File: config.mk
export PLATFORM = sky130hd
export DESIGN_NAME = periph_top
export DESIGN_NICKNAME = d
export VERILOG_FILES = /design/src/periph_pkg.sv /design/src/led_frame_buffer.sv /design/src/led_matrix_scan.sv /design/src/misc_regs.sv /design/src/periph_router.sv /design/src/periph_top.sv
export SDC_FILE = /design/constraint.sdc
export NUM_CORES = 1
export LEC_CHECK = 0
export ABC_AREA = 0
export BUFFER_PORTS_ARGS = -buffer_cell sky130_fd_sc_hd__buf_2
export CORE_MARGIN = 2
export CORE_UTILIZATION = 60
export CTS_CLUSTER_DIAMETER = 100
export DETAILED_ROUTE_END_ITERATION = 7
export PLACE_DENSITY_LB_ADDON = 0.1
export SLEW_MARGIN = 15
export SYNTH_ARGS = -nofsm -noshare
export SYNTH_HDL_FRONTEND = slang
export SYNTH_SLANG_ARGS = --single-unit
File: constraint.sdc
create_clock -name clk_24mhz -period 2.5 [get_ports clk_24mhz]
set_input_delay 0.125 -clock clk_24mhz [delete_from_list [all_inputs] [get_ports clk_24mhz]]
set_output_delay 0.125 -clock clk_24mhz [all_outputs]
set_load 0.05 [all_outputs]
File: src/periph_pkg.sv
package periph_pkg;

    // ------------------------------------------------------------
    // Bus and address map
    // ------------------------------------------------------------
    localparam int WB_DATA_WIDTH     = 32;
    localparam int WB_SEL_WIDTH      = 4;
    localparam int PERIPH_ADDR_WIDTH = 12;
    localparam int SLAVE_SEL_WIDTH   = 4;
    localparam int REG_ADDR_WIDTH    = 8;

    localparam logic [SLAVE_SEL_WIDTH-1:0] SEL_MISC    = 4'd0;
    localparam logic [SLAVE_SEL_WIDTH-1:0] SEL_SERIAL  = 4'd1;
    localparam logic [SLAVE_SEL_WIDTH-1:0] SEL_DISPLAY = 4'd2;

    // Misc register offsets
    localparam logic [REG_ADDR_WIDTH-1:0] MISC_LED    = 8'd0;
    localparam logic [REG_ADDR_WIDTH-1:0] MISC_BUTTON = 8'd1;
    localparam logic [REG_ADDR_WIDTH-1:0] MISC_IRQ_EN = 8'd2;

    // ------------------------------------------------------------
    // Matrix geometry and scan timing
    // ------------------------------------------------------------
    localparam int NUM_BANKS        = 4;
    localparam int NUM_COLS         = 8;
    localparam int ROW_WIDTH        = 8;
    localparam int COL_PERIOD       = 16;
    localparam int BANK_WIDTH       = $clog2(NUM_BANKS);
    localparam int COL_WIDTH        = $clog2(NUM_COLS);
    localparam int SLOT_CNT_WIDTH   = $clog2(COL_PERIOD);
    localparam int SCAN_INDEX_WIDTH = BANK_WIDTH + COL_WIDTH;
    localparam int FB_WORDS         = NUM_BANKS * NUM_COLS / WB_SEL_WIDTH;
    localparam int FB_ADDR_WIDTH    = $clog2(FB_WORDS);

    localparam int NUM_LEDS     = 3;
    localparam int NUM_BUTTONS  = 2;
    localparam int BTN_FLAG_LSB = 8;

    // Misc data word, LED view at offset 0, button view at 1 and 2
    typedef union packed {
        struct packed {
            logic [WB_DATA_WIDTH-NUM_LEDS-1:0] rsvd;
            logic [NUM_LEDS-1:0]               rgb;
        } led;
        struct packed {
            logic [WB_DATA_WIDTH-BTN_FLAG_LSB-NUM_BUTTONS-1:0] rsvd_hi;
            logic [NUM_BUTTONS-1:0]                            flag;
            logic [BTN_FLAG_LSB-NUM_BUTTONS-1:0]               rsvd_lo;
            logic [NUM_BUTTONS-1:0]                            level;
        } btn;
    } misc_word_u;

endpackage

File: src/led_frame_buffer.sv
`timescale 1ns/1ns

module led_frame_buffer import periph_pkg::*; (
    input  logic                        clk_24mhz,
    input  logic                        rst_i,

    // Bus port
    input  logic                        stb_i,
    input  logic                        we_i,
    input  logic [REG_ADDR_WIDTH-1:0]   reg_adr_i,
    input  logic [WB_DATA_WIDTH-1:0]    dat_i,
    input  logic [WB_SEL_WIDTH-1:0]     sel_i,
    output logic                        ack_o,
    output logic [WB_DATA_WIDTH-1:0]    dat_o,

    // Scan port, byte index is bank * NUM_COLS + column
    input  logic [SCAN_INDEX_WIDTH-1:0] scan_index_i,
    output logic [ROW_WIDTH-1:0]        scan_byte_o
);

    logic [WB_DATA_WIDTH-1:0] mem [FB_WORDS];
    logic                     ack_q;
    logic                     first_cyc;
    logic                     in_range;
    logic [FB_ADDR_WIDTH-1:0] word_adr;
    logic [FB_ADDR_WIDTH-1:0] scan_word;
    logic [1:0]               scan_lane;
    logic [WB_DATA_WIDTH-1:0] rd_q;
    logic [ROW_WIDTH-1:0]     scan_q;

    assign first_cyc = stb_i & ~ack_q;
    assign in_range  = reg_adr_i < REG_ADDR_WIDTH'(FB_WORDS);
    assign word_adr  = reg_adr_i[FB_ADDR_WIDTH-1:0];
    assign scan_word = scan_index_i[SCAN_INDEX_WIDTH-1 -: FB_ADDR_WIDTH];
    assign scan_lane = scan_index_i[1:0];

    always_ff @(posedge clk_24mhz) begin
        if (rst_i) begin
            ack_q <= 1'b0;
        end else begin
            ack_q <= first_cyc;
        end
    end

    // Byte-lane writes and both read ports
    always_ff @(posedge clk_24mhz) begin
        if (first_cyc && we_i && in_range) begin
            for (int b = 0; b < WB_SEL_WIDTH; b++) begin
                if (sel_i[b]) begin
                    mem[word_adr][b*8 +: 8] <= dat_i[b*8 +: 8];
                end
            end
        end
        if (first_cyc) begin
            rd_q <= in_range ? mem[word_adr] : '0;
        end
        scan_q <= mem[scan_word][scan_lane*ROW_WIDTH +: ROW_WIDTH];
    end

    assign ack_o       = ack_q;
    assign dat_o       = rd_q;
    assign scan_byte_o = scan_q;

endmodule

File: src/led_matrix_scan.sv
`timescale 1ns/1ns

module led_matrix_scan import periph_pkg::*; (
    input  logic                        clk_24mhz,
    input  logic                        rst_i,

    // Frame buffer read, byte arrives one cycle after the index
    output logic [SCAN_INDEX_WIDTH-1:0] scan_index_o,
    input  logic [ROW_WIDTH-1:0]        scan_byte_i,

    // Matrix drive
    output logic [NUM_BANKS-1:0]        row_bank_o,
    output logic [ROW_WIDTH-1:0]        row_data_o,
    output logic                        row_oe_n_o,
    output logic                        col_first_o,
    output logic                        col_advance_o,
    output logic                        col_rclk_o,
    output logic                        frame_complete_o
);

    logic [SLOT_CNT_WIDTH-1:0] cnt_q;
    logic [SLOT_CNT_WIDTH-1:0] next_cnt;
    logic [COL_WIDTH-1:0]      col_q;
    logic [BANK_WIDTH-1:0]     bank_q;
    logic                      slot_start;

    // col_q and bank_q name the slot that starts next, so the byte
    // is already fetched when that slot begins
    assign slot_start   = cnt_q == SLOT_CNT_WIDTH'(COL_PERIOD - 1);
    assign next_cnt     = slot_start ? '0 : cnt_q + 1'b1;
    assign scan_index_o = {bank_q, col_q};

    // ------------------------------------------------------------
    // Slot sequencer
    // ------------------------------------------------------------
    always_ff @(posedge clk_24mhz) begin
        if (rst_i) begin
            cnt_q            <= SLOT_CNT_WIDTH'(COL_PERIOD - 1);
            col_q            <= '0;
            bank_q           <= '0;
            row_bank_o       <= '0;
            row_oe_n_o       <= 1'b1;
            col_first_o      <= 1'b0;
            col_advance_o    <= 1'b0;
            col_rclk_o       <= 1'b0;
            frame_complete_o <= 1'b0;
        end else begin
            cnt_q         <= next_cnt;
            col_advance_o <= slot_start;
            col_first_o   <= slot_start && col_q == '0;
            col_rclk_o    <= next_cnt == SLOT_CNT_WIDTH'(1);
            row_oe_n_o    <= next_cnt < SLOT_CNT_WIDTH'(2);
            // Pointer has wrapped to bank 0 column 0 once the last slot runs
            frame_complete_o <= next_cnt == SLOT_CNT_WIDTH'(COL_PERIOD - 1)
                                && col_q == '0 && bank_q == '0;
            if (slot_start) begin
                row_bank_o <= NUM_BANKS'(1) << bank_q;
                if (col_q == COL_WIDTH'(NUM_COLS - 1)) begin
                    col_q  <= '0;
                    bank_q <= (bank_q == BANK_WIDTH'(NUM_BANKS - 1)) ? '0 : bank_q + 1'b1;
                end else begin
                    col_q <= col_q + 1'b1;
                end
            end
        end
    end

    // Row data latched on the rclk cycle and held for the slot
    always_ff @(posedge clk_24mhz) begin
        if (cnt_q == '0) begin
            row_data_o <= scan_byte_i;
        end
    end

endmodule

File: src/misc_regs.sv
`timescale 1ns/1ns

module misc_regs import periph_pkg::*; (
    input  logic                      clk_24mhz,
    input  logic                      rst_i,

    // Register port
    input  logic                      stb_i,
    input  logic                      we_i,
    input  logic [REG_ADDR_WIDTH-1:0] reg_adr_i,
    input  logic [WB_DATA_WIDTH-1:0]  dat_i,
    output logic                      ack_o,
    output logic [WB_DATA_WIDTH-1:0]  dat_o,

    // Board side
    input  logic [NUM_BUTTONS-1:0]    buttons_i,
    output logic [NUM_LEDS-1:0]       stat_led_o,
    output logic                      irq_o
);

    misc_word_u             wr_word;
    misc_word_u             rd_word;
    logic                   ack_q;
    logic                   wr_en;
    logic [NUM_LEDS-1:0]    led_q;
    logic [NUM_BUTTONS-1:0] btn_meta;
    logic [NUM_BUTTONS-1:0] btn_sync;
    logic [NUM_BUTTONS-1:0] btn_prev;
    logic [NUM_BUTTONS-1:0] btn_rise;
    logic [NUM_BUTTONS-1:0] flag_clr;
    logic [NUM_BUTTONS-1:0] press_q;
    logic [NUM_BUTTONS-1:0] irq_en_q;

    assign wr_word = dat_i;
    assign wr_en   = stb_i & we_i & ~ack_q;

    // ------------------------------------------------------------
    // Button path
    // ------------------------------------------------------------
    assign btn_rise = btn_sync & ~btn_prev;
    // Write-one-to-clear on the flag field
    assign flag_clr = (wr_en && reg_adr_i == MISC_BUTTON) ? wr_word.btn.flag : '0;

    always_ff @(posedge clk_24mhz) begin
        if (rst_i) begin
            ack_q    <= 1'b0;
            led_q    <= '0;
            irq_en_q <= '0;
            btn_meta <= '0;
            btn_sync <= '0;
            btn_prev <= '0;
            press_q  <= '0;
        end else begin
            ack_q    <= stb_i & ~ack_q;
            btn_meta <= buttons_i;
            btn_sync <= btn_meta;
            btn_prev <= btn_sync;
            // A new press wins over a clear in the same cycle
            press_q  <= (press_q & ~flag_clr) | btn_rise;
            if (wr_en && reg_adr_i == MISC_LED) begin
                led_q <= wr_word.led.rgb;
            end
            if (wr_en && reg_adr_i == MISC_IRQ_EN) begin
                irq_en_q <= wr_word.btn.level;
            end
        end
    end

    // Read mux, unused offsets return zero
    always_comb begin
        rd_word = '0;
        case (reg_adr_i)
            MISC_LED: rd_word.led.rgb = led_q;
            MISC_BUTTON: begin
                rd_word.btn.level = btn_sync;
                rd_word.btn.flag  = press_q;
            end
            MISC_IRQ_EN: rd_word.btn.level = irq_en_q;
            default: ;
        endcase
    end

    assign ack_o      = ack_q;
    assign dat_o      = rd_word;
    assign stat_led_o = led_q;
    assign irq_o      = |(press_q & irq_en_q);

endmodule

File: src/periph_router.sv
`timescale 1ns/1ns

module periph_router import periph_pkg::*; (
    input  logic                       clk_24mhz,
    input  logic                       rst_i,

    // Request side
    input  logic                       wb_cyc_i,
    input  logic                       wb_stb_i,
    input  logic [SLAVE_SEL_WIDTH-1:0] wb_adr_i,
    output logic                       wb_ack_o,
    output logic                       wb_err_o,
    output logic [WB_DATA_WIDTH-1:0]   wb_dat_o,

    // Slave side
    output logic                       misc_stb_o,
    input  logic                       misc_ack_i,
    input  logic [WB_DATA_WIDTH-1:0]   misc_dat_i,
    output logic                       disp_stb_o,
    input  logic                       disp_ack_i,
    input  logic [WB_DATA_WIDTH-1:0]   disp_dat_i
);

    logic req;
    logic hit_misc;
    logic hit_disp;
    logic unmapped;
    logic err_q;

    assign req = wb_cyc_i & wb_stb_i;

    // ------------------------------------------------------------
    // Select decode
    // ------------------------------------------------------------
    always_comb begin
        hit_misc = 1'b0;
        hit_disp = 1'b0;
        case (wb_adr_i)
            SEL_MISC:    hit_misc = 1'b1;
            SEL_DISPLAY: hit_disp = 1'b1;
            // Serial slot stays in the map with nothing behind it
            SEL_SERIAL:  ;
            default:     ;
        endcase
    end

    assign unmapped   = ~(hit_misc | hit_disp);
    assign misc_stb_o = req & hit_misc;
    assign disp_stb_o = req & hit_disp;

    // Error answer for unmapped slots, same latency as a slave ack
    always_ff @(posedge clk_24mhz) begin
        if (rst_i) begin
            err_q <= 1'b0;
        end else begin
            err_q <= req & unmapped & ~err_q;
        end
    end

    // ------------------------------------------------------------
    // Response merge
    // ------------------------------------------------------------
    assign wb_ack_o = (hit_misc & misc_ack_i) | (hit_disp & disp_ack_i);
    assign wb_err_o = err_q;

    always_comb begin
        if (hit_misc) begin
            wb_dat_o = misc_dat_i;
        end else if (hit_disp) begin
            wb_dat_o = disp_dat_i;
        end else begin
            wb_dat_o = '0;
        end
    end

endmodule

File: src/periph_top.sv
`timescale 1ns/1ns

module periph_top import periph_pkg::*; (
    input  logic                         clk_24mhz,
    input  logic                         rst_i,

    // Peripheral bus
    input  logic                         wb_cyc_i,
    input  logic                         wb_stb_i,
    input  logic                         wb_we_i,
    input  logic [PERIPH_ADDR_WIDTH-1:0] wb_adr_i,
    input  logic [WB_DATA_WIDTH-1:0]     wb_dat_i,
    input  logic [WB_SEL_WIDTH-1:0]      wb_sel_i,
    output logic                         wb_ack_o,
    output logic                         wb_err_o,
    output logic [WB_DATA_WIDTH-1:0]     wb_dat_o,

    // Status LEDs and buttons
    input  logic [NUM_BUTTONS-1:0]       buttons_i,
    output logic [NUM_LEDS-1:0]          stat_led_o,
    output logic                         irq_o,

    // LED matrix
    output logic [NUM_BANKS-1:0]         row_bank_o,
    output logic [ROW_WIDTH-1:0]         row_data_o,
    output logic                         row_oe_n_o,
    output logic                         col_first_o,
    output logic                         col_advance_o,
    output logic                         col_rclk_o,
    output logic                         frame_complete_o
);

    logic                        misc_stb;
    logic                        misc_ack;
    logic [WB_DATA_WIDTH-1:0]    misc_dat;
    logic                        disp_stb;
    logic                        disp_ack;
    logic [WB_DATA_WIDTH-1:0]    disp_dat;
    logic [SCAN_INDEX_WIDTH-1:0] scan_index;
    logic [ROW_WIDTH-1:0]        scan_byte;

    // ------------------------------------------------------------
    // Bus routing, select nibble sits on top of the register offset
    // ------------------------------------------------------------
    periph_router u_router (
        .clk_24mhz  (clk_24mhz),
        .rst_i      (rst_i),
        .wb_cyc_i   (wb_cyc_i),
        .wb_stb_i   (wb_stb_i),
        .wb_adr_i   (wb_adr_i[PERIPH_ADDR_WIDTH-1 -: SLAVE_SEL_WIDTH]),
        .wb_ack_o   (wb_ack_o),
        .wb_err_o   (wb_err_o),
        .wb_dat_o   (wb_dat_o),
        .misc_stb_o (misc_stb),
        .misc_ack_i (misc_ack),
        .misc_dat_i (misc_dat),
        .disp_stb_o (disp_stb),
        .disp_ack_i (disp_ack),
        .disp_dat_i (disp_dat)
    );

    misc_regs u_misc (
        .clk_24mhz  (clk_24mhz),
        .rst_i      (rst_i),
        .stb_i      (misc_stb),
        .we_i       (wb_we_i),
        .reg_adr_i  (wb_adr_i[REG_ADDR_WIDTH-1:0]),
        .dat_i      (wb_dat_i),
        .ack_o      (misc_ack),
        .dat_o      (misc_dat),
        .buttons_i  (buttons_i),
        .stat_led_o (stat_led_o),
        .irq_o      (irq_o)
    );

    // ------------------------------------------------------------
    // Display
    // ------------------------------------------------------------
    led_frame_buffer u_frame_buffer (
        .clk_24mhz    (clk_24mhz),
        .rst_i        (rst_i),
        .stb_i        (disp_stb),
        .we_i         (wb_we_i),
        .reg_adr_i    (wb_adr_i[REG_ADDR_WIDTH-1:0]),
        .dat_i        (wb_dat_i),
        .sel_i        (wb_sel_i),
        .ack_o        (disp_ack),
        .dat_o        (disp_dat),
        .scan_index_i (scan_index),
        .scan_byte_o  (scan_byte)
    );

    led_matrix_scan u_scan (
        .clk_24mhz        (clk_24mhz),
        .rst_i            (rst_i),
        .scan_index_o     (scan_index),
        .scan_byte_i      (scan_byte),
        .row_bank_o       (row_bank_o),
        .row_data_o       (row_data_o),
        .row_oe_n_o       (row_oe_n_o),
        .col_first_o      (col_first_o),
        .col_advance_o    (col_advance_o),
        .col_rclk_o       (col_rclk_o),
        .frame_complete_o (frame_complete_o)
    );

endmodule

# Word-level counts from Yosys, hierarchy flattened
# Memories as Yosys holds them, arrays and structs flattened. A register that Yosys moved wholly into a read port is not among the register bits.
# Index checks and enable logic that the tools add are counted.
# W data, S select, Z words.
# word_totals
inputBits	55
mem_count	1
output_inout_bits	55
ram_bits	256
regBits	50
# classes
n_eq_ne	8
bitwise	23
mux	23
add_sub_neg	3
reduce_logical	16
shifts	2
order_cmp	2
# memory_table
memory	depth	word_bits	rd	rd_ports_with_merged_regs	write_ports	line_no	text
u_frame_buffer.mem	8	32	2	1	1	led_frame_buffer.sv:21	logic [WB_DATA_WIDTH-1:0] mem [FB_WORDS];
# ops
op	count
$mux W32	2
$shiftx A32 B6 Y8	1
$mux W1	15
$and A1 B1 Y1	11
$eq A4 B4 Y1 const B	2
$eq A8 B1 Y1 const B	1
$eq A8 B2 Y1 const B	1
$logic_and A1 B1 Y1	8
$logic_not A4 Y1	2
$logic_not A8 Y1	1
$lt A8 B4 Y1 const B	1
$and A2 B2 Y2	3
$mux W2	3
$pmux W2 S3	1
$add A4 B1 Y4 const B	1
$eq A4 B1 Y1 const B	1
$eq A4 B2 Y1 const B	1
$lt A4 B2 Y1 const B	1
$mux W4	1
$not A1 Y1	4
$not A2 Y2	2
$shl A1 B2 Y4 const A	1
$add A3 B1 Y3 const B	1
$eq A3 B3 Y1 const B	1
other kinds (10)	11

# Longest topological paths before layout
# Gate-level depths: netlist of run 1.
# logic_depth
ltp_word	10
mapped_depth	6

# Cells and area by module
# Synthesis of run 1 repeated with hierarchy kept, for this count alone.
# unflattened
hier_cells	933
area_unflattened_um2	15019.4
# by_module_without_submodules
mod	area_each_um2	cells_each	n_inst
led_frame_buffer	12502.0	658	1
led_matrix_scan	1088.5	101	1
misc_regs	847.1	93	1
periph_router	581.8	81	1

# Least setup slack after synthesis of run 1
# Ideal clock, no wire load.
# synth_path
path_type	input-to-reg
from	input port wb_adr_i[8]
to	register u_frame_buffer.rd_q[0] (netlist: u_frame_buffer.dat_o[0]) (read register of u_frame_buffer.mem) (enable)
stages	3
slack_ns	0.327
t_arrival_ns	1.781
required_ns	2.108
setup_time_ns	0.392
cell_sequence	nor4b_2 nor2b_1 and3_1
# synth_via
elab_chain_cells	4
# synth_lines
element	line_no	text
start, declared	periph_top.sv:11	input logic [PERIPH_ADDR_WIDTH-1:0] wb_adr_i,
$eq A4 B2 Y1	periph_router.sv:38	case (wb_adr_i)
$mux W1	periph_router.sv:38	
$and A1 B1 Y1	periph_router.sv:49	assign disp_stb_o = req & hit_disp;
$and A1 B1 Y1	led_frame_buffer.sv:31	assign first_cyc = stb_i & ~ack_q;
via u_frame_buffer.first_cyc	led_frame_buffer.sv:23	logic first_cyc;
end, declared	led_frame_buffer.sv:28	logic [WB_DATA_WIDTH-1:0] rd_q;
# The timed path passes the listed nets, and every way through them passes these cells.
# A chain may end at the register's enable or synchronous reset.

# Worst setup path after layout of run 1
# layout_path
from	input port wb_adr_i[10]
to	output port wb_dat_o[2]
# layout_via
elab_chain_cells	4
elab_cells_between_ends	6
# layout_lines
element	line_no	text
$eq A4 B2 Y1	periph_router.sv:38	
$mux W1	periph_router.sv:38	
$mux W32	periph_router.sv:69	end else if (hit_disp) begin
$mux W32 *	periph_router.sv:67	if (hit_misc) begin
end, declared	periph_top.sv:16	output logic [WB_DATA_WIDTH-1:0] wb_dat_o,
# Mark *: on every way between the ends. The rest lies on a longest branch, timed or not.

==> out/metrics.cfg, run 1 <==
[setup_path]
slowest_stage = or4_1
worstSetupEndpointType = output pin
arrival_ps = 2240
cp_cell_sequence = dlygate4sd3_1, buf_2, or4_1, nor2_2, a32o_1, buf_2
cp_max_fo = 6
slowest_delay_ps = 560
worst_setup_path_start_kind = input pin
path_common_cell = buf_2
required_ps = 2380
crit_type = input pin to output pin
path_delay_family = buffers and inverters
cp_num_buf_inv = 3

[synth]
synth.area.top_cells = edfxtp_1 (60%), mux4_2 (21%), dfxtp_1 (5.6%)
syn-num-nets = 886
yosys_warnings = 0
syn_avg_cell_area_um2 = 18.2
yosysUniqueCellTypes = 37
synth_seq_cells = 338
syn_area_um2 = 14900
syn-instance-count = 821
synth_edf_count = 296
synth_top_area_share_pct = 59.5
ys_seq_area_share_pct = 65.2
synthFlopType = edfxtp_1
async_flop_share_pct = 0
synth_top_cell_by_area = edfxtp_1

[grt]
antenna_found_initial = 3
grt.overflow.total = 0
grt_max_degree = 69
track_usage_pct = 30.6
grt_pass1_vias = 9191
grt_pass1_wl_um = 58000

[cells_and_area]
nNetsFinal = 1080
antenna_cells = 0
multiInputGateArea_um2 = 4930
drive_above_1_share_pct = 34.7
area_delta_synth_final_pct = 18.1
nFillCells = 1535
ff_latch_area_um2 = 9730

[route]
vias = 8983
wl_per_cell_um = 28.3
first_pass_iters = 5
avgViaCountPerCell = 6.59
drc_errors = 0
wl_um = 38600
ant_nets = 0
first_iter_violations = 992

[timing]
setup_ws_ps = 131
skew_ps = 12.7
hold_violations = 0
period_minus_slack_ps = 2370
worstMarginPinSlew_ps = 645
fin_hold_ws_ps = 36.6
relSlewSlack_pct = 56.4
fmax_mhz = 422
fin_crit_sh_pct = 94.8
slew_viol_final = 0
rsz0062_at_grt = false
setup_tns_ps = 0
setup_viol = 0

[die]
rows = 57
dieHeight_um = 162
die_w_um = 162
initial_core_util_pct = 61.2
coreArea_um2 = 24400
dieArea_um2 = 26200
ioPinCount = 110

[placed_design]
port_buffers = 109
hpwl_um = 26700
post-place-ws_ps = 174
gp_congestion = 0.864

[outcome]
status = complete, no violations

[clocking]
clock_latency_ps = 510
ctsHtreeMaxLevel = 2
cts.clk_slew.worst_paths_ps = 60
root_buffer = clkbuf_16
clock_path_buffers = 3
tritoncts = built
clock-sinks = 338
post_cts_buffers = 0
numCtsBuffers = 35

[worst_hold_path]
holdCritPathClass = input pin to register

[power_and_ir_drop]
power_leakage_nw = 6.18
ir_drop_uv = 655
power_density_nw_per_um2 = 682

[run]
maxCapViolCount = 0

[area by class of cell]
class                      instances  share of cell area (%)
clock buffer                      45                    5.48
timing repair buffer             205                    8.05
inverter                          12                   0.256
tap                              324                    2.30
sequential                       338                    55.2
multi-input combinational        423                    28.0
clock inverter                    16                   0.689
[metal layers]
layer  vias to the layer above  wire length, um  global-route usage (%)
met3                        95             3650                    6.15
met5                         -               29                       0
met1                      4624            14300                    41.7
met4                         4             1260                    9.53
met2                       546            19300                    50.9
li1                       3714                -                       -
[cell usage in the layout, fill, tap and decap left out, types with 11 or more instances in the layout]
cell type	n
and2_1	27
dfxtp_1	40
nor2_1	68
nand2_1	45
buf_2	108
dlygate4sd3_1	35
clkbuf_16	37
clkinv_1	11
buf_4	57
mux2i_1	34
a21oi_1	16
mux4_2	138
edfxtp_1	296
[stage by stage]
step	area, um2	total power [W]	std cells	util, %
after floorplan	14900	0.00685	821	-
after global placement	16200	0.00710	1267	66.3
after detailed placement	16200	0.00713	1267	66.3
after CTS	17600	0.0121	1363	72.2
after global routing	17600	0.0124	1363	72.2
final	17600	0.0120	1363	72.2
[state kept, by name, indices dropped and copies added, names as in the netlist, 2 cells and up]
name	flops
u_scan.bank_q	2
u_misc.stat_led_o	3
u_misc.btn_sync	2
u_misc.btn_prev	2
u_frame_buffer.scan_byte_o	8
u_scan.col_q	3
u_frame_buffer.dat_o	32
u_scan.row_data_o	8
u_scan.cnt_q	4
u_scan.row_bank_o	4
u_misc.press_q	2
u_misc.btn_meta	2
u_misc.irq_en_q	2
u_frame_buffer.mem	256
[Yosys cell counts, types with 6 or more instances]
| master | n |
|---|---|
| edfxtp_1 | 296 |
| mux4_2 | 138 |
| nor2_1 | 69 |
| nand2_1 | 45 |
| dfxtp_1 | 42 |
| mux2i_1 | 34 |
| and2_1 | 27 |
| clkbuf_1 | 19 |
| a21oi_1 | 16 |
| buf_2 | 13 |
| buf_1 | 11 |
| ha_1 | 10 |
| inv_1 | 10 |
| nand3_1 | 10 |
| nor2b_1 | 9 |
| a32o_1 | 7 |
| nand4_1 | 7 |
| nor3_1 | 7 |
| mux4_1 | 6 |
| o21ai_0 | 6 |
[kinds of logic after synthesis]
kind of cell	after synthesis	synth area share (%)
AOI/OAI and AO/OA	36	1.49
xor gates and xnor gates	1	0.0587
adders and majority gates	10	0.838
buffers and inverters	60	1.87
DFF	338	65.2
muxes	178	24.2
and+or+nand+nor	198	6.40
[report_power, final]
| part | switching [W] | leakage, nW | internal (W) |
|---|---|---|---|
| clock | 0.00203 | 0.530 | 0.00292 |
| sequential | 0.0000512 | 3.09 | 0.00621 |
| combinational | 0.000492 | 2.57 | 0.000321 |
| total | 0.00257 | 6.18 | 0.00945 |
[worst reg2reg max path: cells and delay by family, from the launching register on]
kind | cells | cell delay, ps
flip-flops | 1 | 370
multiplexers | 2 | 1190
AND/OR/NAND/NOR | 2 | 190
buffers and inverters | 1 | 290
[path summary, 6_finish.rpt]
| kind | startpoint | end | slack, ps | depth (start not counted) |
|---|---|---|---|---|
| setup reg to reg | u_scan.col_q[2]$_SDFFE_PP0P_ | u_frame_buffer.scan_byte_o[5]$_DFF_P_ | 320 | 5 |
| hold / removal | wb_adr_i[11] | u_router.wb_err_o$_SDFF_PP0_ | 40 | 3 |
| hold reg to reg | u_frame_buffer.scan_byte_o[5]$_DFF_P_ | u_scan.row_data_o[5]$_DFFE_PN_ | 410 | 0 |
| setup / recovery | wb_adr_i[10] | wb_dat_o[2] | 130 | 6 |
[what timing repair did]
item | CTS | global route
endpoints found under the setup margin | 0 | 1
endpoints found under the hold margin | 263 | 0
hold buffers | 35 | 0
resized for setup | 0 | 1
No activity file was read; power rests on OpenSTA's default activity.
==> inputs of run 2 (changes only) <==
--- a/config.mk
+++ b/config.mk
@@ -7,8 +7,10 @@
 export LEC_CHECK = 0
 export ABC_AREA = 0
 export BUFFER_PORTS_ARGS = -buffer_cell sky130_fd_sc_hd__buf_2
+export CELL_PAD_IN_SITES_DETAIL_PLACEMENT = 1
+export CELL_PAD_IN_SITES_GLOBAL_PLACEMENT = 1
 export CORE_MARGIN = 2
-export CORE_UTILIZATION = 60
+export CORE_UTILIZATION = 52
 export CTS_CLUSTER_DIAMETER = 100
 export DETAILED_ROUTE_END_ITERATION = 7
 export PLACE_DENSITY_LB_ADDON = 0.1
==> run 2 against run 1 <==
Utilization down 9.3 points. Critical path depth shrank 1. Count of clock-buffer cells in the layout down 2. Clock skew up 6.5 ps. Final cell count increased by 4.5%. Maximum frequency increased by 8.5%. Sequential share of layout area shrank 0.96 points. Highest routed layer unchanged. Register-to-register slack is essentially flat.
==> out/metrics.cfg, run 2 (synthesis gave the netlist of run 1 again) <==
[cells_and_area]
largest_reg_flops = 256  ; unchanged
final_cell_area_um2 = 17900  ; +1.8%
final_cell_mix = edfxtp_1 (296), mux4_2 (138), buf_2 (108)
final_common_cell = edfxtp_1
nNetsFinal = 1079  ; -0.093%
drive_above_1_share_pct = 35.3  ; +0.54 points
largest-register = u_frame_buffer.mem
antenna_cells = 0  ; unchanged
area_delta_synth_final_pct = 20.2

[timing]
worstMarginPinSlew_ps = 693  ; +47.8 ps
setup_viol = 0  ; unchanged
fin_hold_ws_ps = 16.4  ; -20.2 ps
period_minus_slack_ps = 2180  ; -186 ps
setup_tns_ps = 0  ; unchanged
hold_violations = 0  ; unchanged
relSlewSlack_pct = 53.2  ; -3.2 points
skew_ps = 19.2  ; +6.45 ps
fmax_mhz = 458  ; +8.5%
slew_viol_final = 0  ; unchanged
rsz0062_at_grt = false
fin_crit_sh_pct = 87.4  ; -7.4 points

[die]
rows = 62  ; +8.8%
dieArea_um2 = 30100  ; +15%
coreArea_um2 = 28500  ; +17%
initial_core_util_pct = 52.4  ; -8.8 points
die_w_um = 173  ; +7.2%
dieHeight_um = 173  ; +7.2%
ioPinCount = 110  ; unchanged

[route]
vias = 9002  ; +0.21%
ant_nets = 0  ; unchanged
first_pass_iters = 5  ; unchanged
wl_um = 43300  ; +12%
drc_errors = 0  ; unchanged
avgViaCountPerCell = 6.32  ; -4.1%
first_iter_violations = 881  ; -11%
wl_per_cell_um = 30.4  ; +7.5%

[placed_design]
hpwl_um = 29500  ; +11%
placed_area_um2 = 16300  ; +0.48%
gp_congestion = 0.858  ; -0.60%
port_buffers = 109  ; unchanged

[clocking]
ctsHtreeMaxLevel = 2  ; unchanged
root_buffer = clkbuf_16
clock-sinks = 338  ; unchanged
clock_path_buffers = 3  ; unchanged
cts.clk_slew.worst_paths_ps = 60  ; about the same
tritoncts = built
numCtsBuffers = 37  ; +5.7%
cts-resized-gates = 0  ; unchanged
post_cts_buffers = 0  ; unchanged
clock_latency_ps = 530  ; +20 ps

[setup_path]
slowest_stage = mux4_1
cp_max_fo = 12  ; +6
crit_type = register to register
path_delay_family = multiplexers
slowest_delay_ps = 680  ; +120 ps
cp_num_buf_inv = 1  ; -2
path_common_cell = nand2_1
worst_setup_path_start_kind = register
cp_cell_sequence = buf_4, mux4_1, mux4_2, nand2_1, nand2_1
required_ps = 2920  ; +540 ps
reg2reg_to = u_frame_buffer.scan_byte_o[7]$_DFF_P_
arrival_ps = 2600  ; +360 ps
regToRegStartpoint = u_scan.col_q[2]$_SDFFE_PP0P_
r2r_cells = 5  ; unchanged
worstSetupEndpointType = register
rrSetupSlack_ps = 320  ; about the same

[power_and_ir_drop]
ir_drop_uv = 566  ; -14%
power_density_nw_per_um2 = 730  ; +7.0%
power_leakage_nw = 6.28  ; +1.6%

[grt]
grt_max_degree = 48  ; -30%
grt_pass1_vias = 9689  ; +5.4%
grt_pass1_wl_um = 64600  ; +11%
antenna_found_initial = 1  ; -2
grt.overflow.total = 0  ; unchanged
track_usage_pct = 29.4  ; -1.1 points

[worst_hold_path]
min_path_cells = 1  ; -2
holdCritPathClass = input pin to register
hold_end = u_frame_buffer.mem[6][8]$_DFFE_PP_
hp-start = wb_dat_i[8]

[outcome]
status = complete, no violations

[run]
maxCapViolCount = 0  ; unchanged

==> run 2: cell types whose count changed in the layout (fill, tap and decap cells not counted) <==
cell        change
nor2_1          +1
inv_4           +1
buf_4           -5
clkinvlp_4      +1
clkinv_1        -3
nor2_2          -1
bufinv_16       +7
clkbuf_1        -3
clkbuf_16       +2
buf_12          +2
clkbuf_8        -1
==> run 2: what timing repair did <==
action,CTS,global route
endpoints found under the setup margin,0,0
endpoints found under the hold margin,248,0
hold buffers,35,0
==> run 2: report_power, final <==
group / leakage [nW] / internal (W) / switching [W]
sequential: 3.09 / 0.00621 / 0.0000500
combinational: 2.55 / 0.000329 / 0.000536
clock: 0.642 / 0.00376 / 0.00220
total: 6.28 / 0.0103 / 0.00279
==> run 2: per-layer routing <==
| metal | wire length, um | track usage (%) |
|---|---|---|
| met3 | 3120 | 5.07 |
| met1 | 17200 | 39.7 |
| met2 | 21800 | 49.8 |
| met5 | 13 | 0 |
| met4 | 1130 | 8.69 |
==> run 2: area by class of cell <==
type / count / area, um2
fillers: 2532 / 10500
clock inverters: 22 / 334
clock buffers: 43 / 991
well taps: 384 / 480
multi-input cells: 423 / 4930
inverters: 12 / 45.0
repair buffers: 202 / 1420
flip-flops and latches: 338 / 9730
==> run 2: through the flow <==
step	worst slack, ps	total power (W)	std cells	utilization [%]
final	316	0.0131	1424	63.0
after floorplan	327	0.00685	821	-
after global placement	237	0.00715	1324	57.1
after detailed placement	207	0.00719	1324	57.1
after global routing	226	0.0134	1424	63.0
after CTS	341	0.0131	1424	63.0
==> run 2: worst reg2reg max path, cell delays in order (launching register included) <==
cell and delay [ps]:
dfxtp_4 390, buf_4 280, mux4_1 690, mux4_2 540
nand2_1 110, nand2_1 60
==> run 2: worst max-delay path by stage <==
stage / from / cells past startpoint / end / slack (ps)
finish: u_scan.col_q[2]$_SDFFE_PP0P_ / 5 / u_frame_buffer.scan_byte_o[7]$_DFF_P_ / 320
global route: wb_cyc_i / 7 / u_frame_buffer.mem[4][22]$_DFFE_PP_ / 230
CTS: u_scan.col_q[2]$_SDFFE_PP0P_ / 5 / u_frame_buffer.scan_byte_o[7]$_DFF_P_ / 340
detailed placement: wb_adr_i[5] / 7 / u_frame_buffer.mem[7][27]$_DFFE_PP_ / 210
global placement: wb_adr_i[5] / 7 / u_frame_buffer.mem[3][12]$_DFFE_PP_ / 240
floorplan: wb_adr_i[8] / 3 / u_frame_buffer.dat_o[0]$_SDFFCE_PP0N_ / 330
==> inputs of run 3 (changes only) <==
--- a/config.mk
+++ b/config.mk
@@ -10,7 +10,7 @@
 export CELL_PAD_IN_SITES_DETAIL_PLACEMENT = 1
 export CELL_PAD_IN_SITES_GLOBAL_PLACEMENT = 1
 export CORE_MARGIN = 2
-export CORE_UTILIZATION = 52
+export CORE_UTILIZATION = 56
 export CTS_CLUSTER_DIAMETER = 100
 export DETAILED_ROUTE_END_ITERATION = 7
 export PLACE_DENSITY_LB_ADDON = 0.1
==> constraint.sdc (replaced) <==
create_clock -name clk_24mhz -period 2.6 [get_ports clk_24mhz]
set_input_delay 0.13 -clock clk_24mhz [delete_from_list [all_inputs] [get_ports clk_24mhz]]
set_output_delay 0.13 -clock clk_24mhz [all_outputs]
set_load 0.05 [all_outputs]
==> run 3 against run 2 <==
The run now ends with DRC left. Global-route usage up 3.4 points. Critical path depth up 1. Worst hold slack improved by 9.1 ps. Sequential power shrank 3.5%. Sequential share of layout area up 0.13 points. Power down 6.6%. Combinational power is 2% lower. Worst setup slack got worse by 230 ps.
==> out/metrics.cfg, run 3 (synthesis gave the netlist of run 1 again) <==
[timing]
worstMarginPinSlew_ps = 774  ; +80.9 ps
skew_ps = 20.1  ; +0.877 ps
hold_violations = 0  ; unchanged
fin_crit_sh_pct = 96.8
setup_viol = 0  ; unchanged
rsz0062_at_grt = false
period_minus_slack_ps = 2520
setup_ws_ps = 83.9  ; -232 ps
setup_tns_ps = 0  ; unchanged
relSlewSlack_pct = 48.4  ; -4.8 points
fmax_mhz = 397
slew_viol_final = 0  ; unchanged
fin_hold_ws_ps = 25.5  ; +9.13 ps

[route]
vias = 9232  ; +2.6%
first_iter_violations = 1044  ; +19%
wl_um = 44600  ; +3.0%
drc_errors = 10  ; +10
ant_nets = 0  ; unchanged
avgViaCountPerCell = 6.62  ; +4.8%
first_pass_iters = 7  ; +2
wl_per_cell_um = 32.0  ; +5.2%

[setup_path]
cp_max_fo = 6  ; -6
rrSetupSlack_ps = 230  ; -90 ps
required_ps = 2470  ; -450 ps
worstSetupEndpointType = output pin
worst_setup_path_start_kind = input pin
crit_type = input pin to output pin
arrival_ps = 2390  ; -210 ps

[cells_and_area]
nNetsFinal = 1095  ; +1.5%
largest_reg_flops = 256  ; unchanged
final_util_pct = 68.5  ; +5.5 points
largest-register = u_frame_buffer.mem
drive_above_1_share_pct = 35.8  ; +0.53 points
final_common_cell = edfxtp_1
final_cell_mix = edfxtp_1 (296), mux4_2 (138), buf_2 (108)
area_delta_synth_final_pct = 19.9

[grt]
track_usage_pct = 32.8  ; +3.4 points
grt_pass1_vias = 10074  ; +4.0%
antenna_found_initial = 1  ; unchanged
grt_max_degree = 35  ; -27%
grt_pass1_wl_um = 66700  ; +3.2%
grt.overflow.total = 0  ; unchanged

[die]
ioPinCount = 110  ; unchanged
dieArea_um2 = 28000  ; -7.0%
coreArea_um2 = 26100  ; -8.2%
initial_core_util_pct = 57.1  ; +4.7 points
die_w_um = 167  ; -3.6%
dieHeight_um = 167  ; -3.6%
rows = 59  ; -4.8%

[power_and_ir_drop]
power_leakage_nw = 6.32  ; +0.59%
ir_drop_uv = 615  ; +8.6%
power_density_nw_per_um2 = 683  ; -6.4%

[worst_hold_path]
holdCritPathClass = input pin to register

[placed_design]
gp_congestion = 0.925  ; +7.8%
hpwl_um = 30300  ; +2.5%
port_buffers = 109  ; unchanged
post-place-ws_ps = 267  ; +59.5 ps

[clocking]
root_buffer = clkbuf_16
ctsHtreeMaxLevel = 2  ; unchanged
clock_path_buffers = 3  ; unchanged
numCtsBuffers = 37  ; unchanged
cts.clk_slew.worst_paths_ps = 60  ; about the same
clock_latency_ps = 530  ; about the same
tritoncts = built
cts-resized-gates = 0  ; unchanged
clock-sinks = 338  ; unchanged

[run]
maxCapViolCount = 0  ; unchanged

[outcome]
status = finished, violations left
violations = DRC

==> run 3: worst max-delay path, stage by stage <==
cell and delay (ps):
dlygate4sd3_1 560, buf_2 160, or4_1 510, nor2_1 460, a32o_1 290, buf_2 280
==> run 3: area by class of cell <==
cell class                      instances  area (um2)
Antenna cell                            1        2.50
Clock buffer                           50        1040
Clock inverter                         17         190
Fill cell                            2235        8240
Inverter                               12        45.0
Multi-Input combinational cell        423        4930
Sequential cell                       338        9730
Tap cell                              335         419
Timing Repair Buffer                  218        1540
==> run 3: where the power goes <==
part | internal, W | total (W) | switching (W)
Clock | 0.00320 | 0.00534 | 0.00213
Sequential | 0.00597 | 0.00604 | 0.0000707
Combinational | 0.000310 | 0.000845 | 0.000535
==> run 3: worst paths after layout <==
path / cells past startpoint / end / start
min: 3 / u_misc.ack_o$_SDFF_PP0_ / wb_adr_i[9]
max reg2reg: 5 / u_frame_buffer.scan_byte_o[1]$_DFF_P_ / u_scan.bank_q[1]$_SDFFE_PP0P_
min reg2reg: 0 / u_scan.row_data_o[0]$_DFFE_PN_ / u_frame_buffer.scan_byte_o[0]$_DFF_P_
max: 6 / wb_dat_o[0] / wb_adr_i[10]
==> run 3: what timing repair did <==
action / 4_1_cts / 5_1_grt
setup buffers: 0 / 0
hold buffers: 38 / 0
hold endpoints to repair: 265 / 0
==> run 3: routing by layer <==
metal	up-vias	part of all wire, %	GRT usage [%]
met3	100	7.2	3.76
li1	3758	-	-
met4	0	3.8	12.2
met2	534	52	57.5
met5	-	0	0
met1	4840	37	43.0
==> run 3: stage by stage <==
step | instances | cell area [um2] | total power [W]
floorplan | 821 | 14900 | 0.00659
global placement | 1288 | 16300 | 0.00690
detailed placement | 1288 | 16300 | 0.00693
CTS | 1393 | 17900 | 0.0122
global route | 1394 | 17900 | 0.0125
finish | 1394 | 17900 | 0.0122
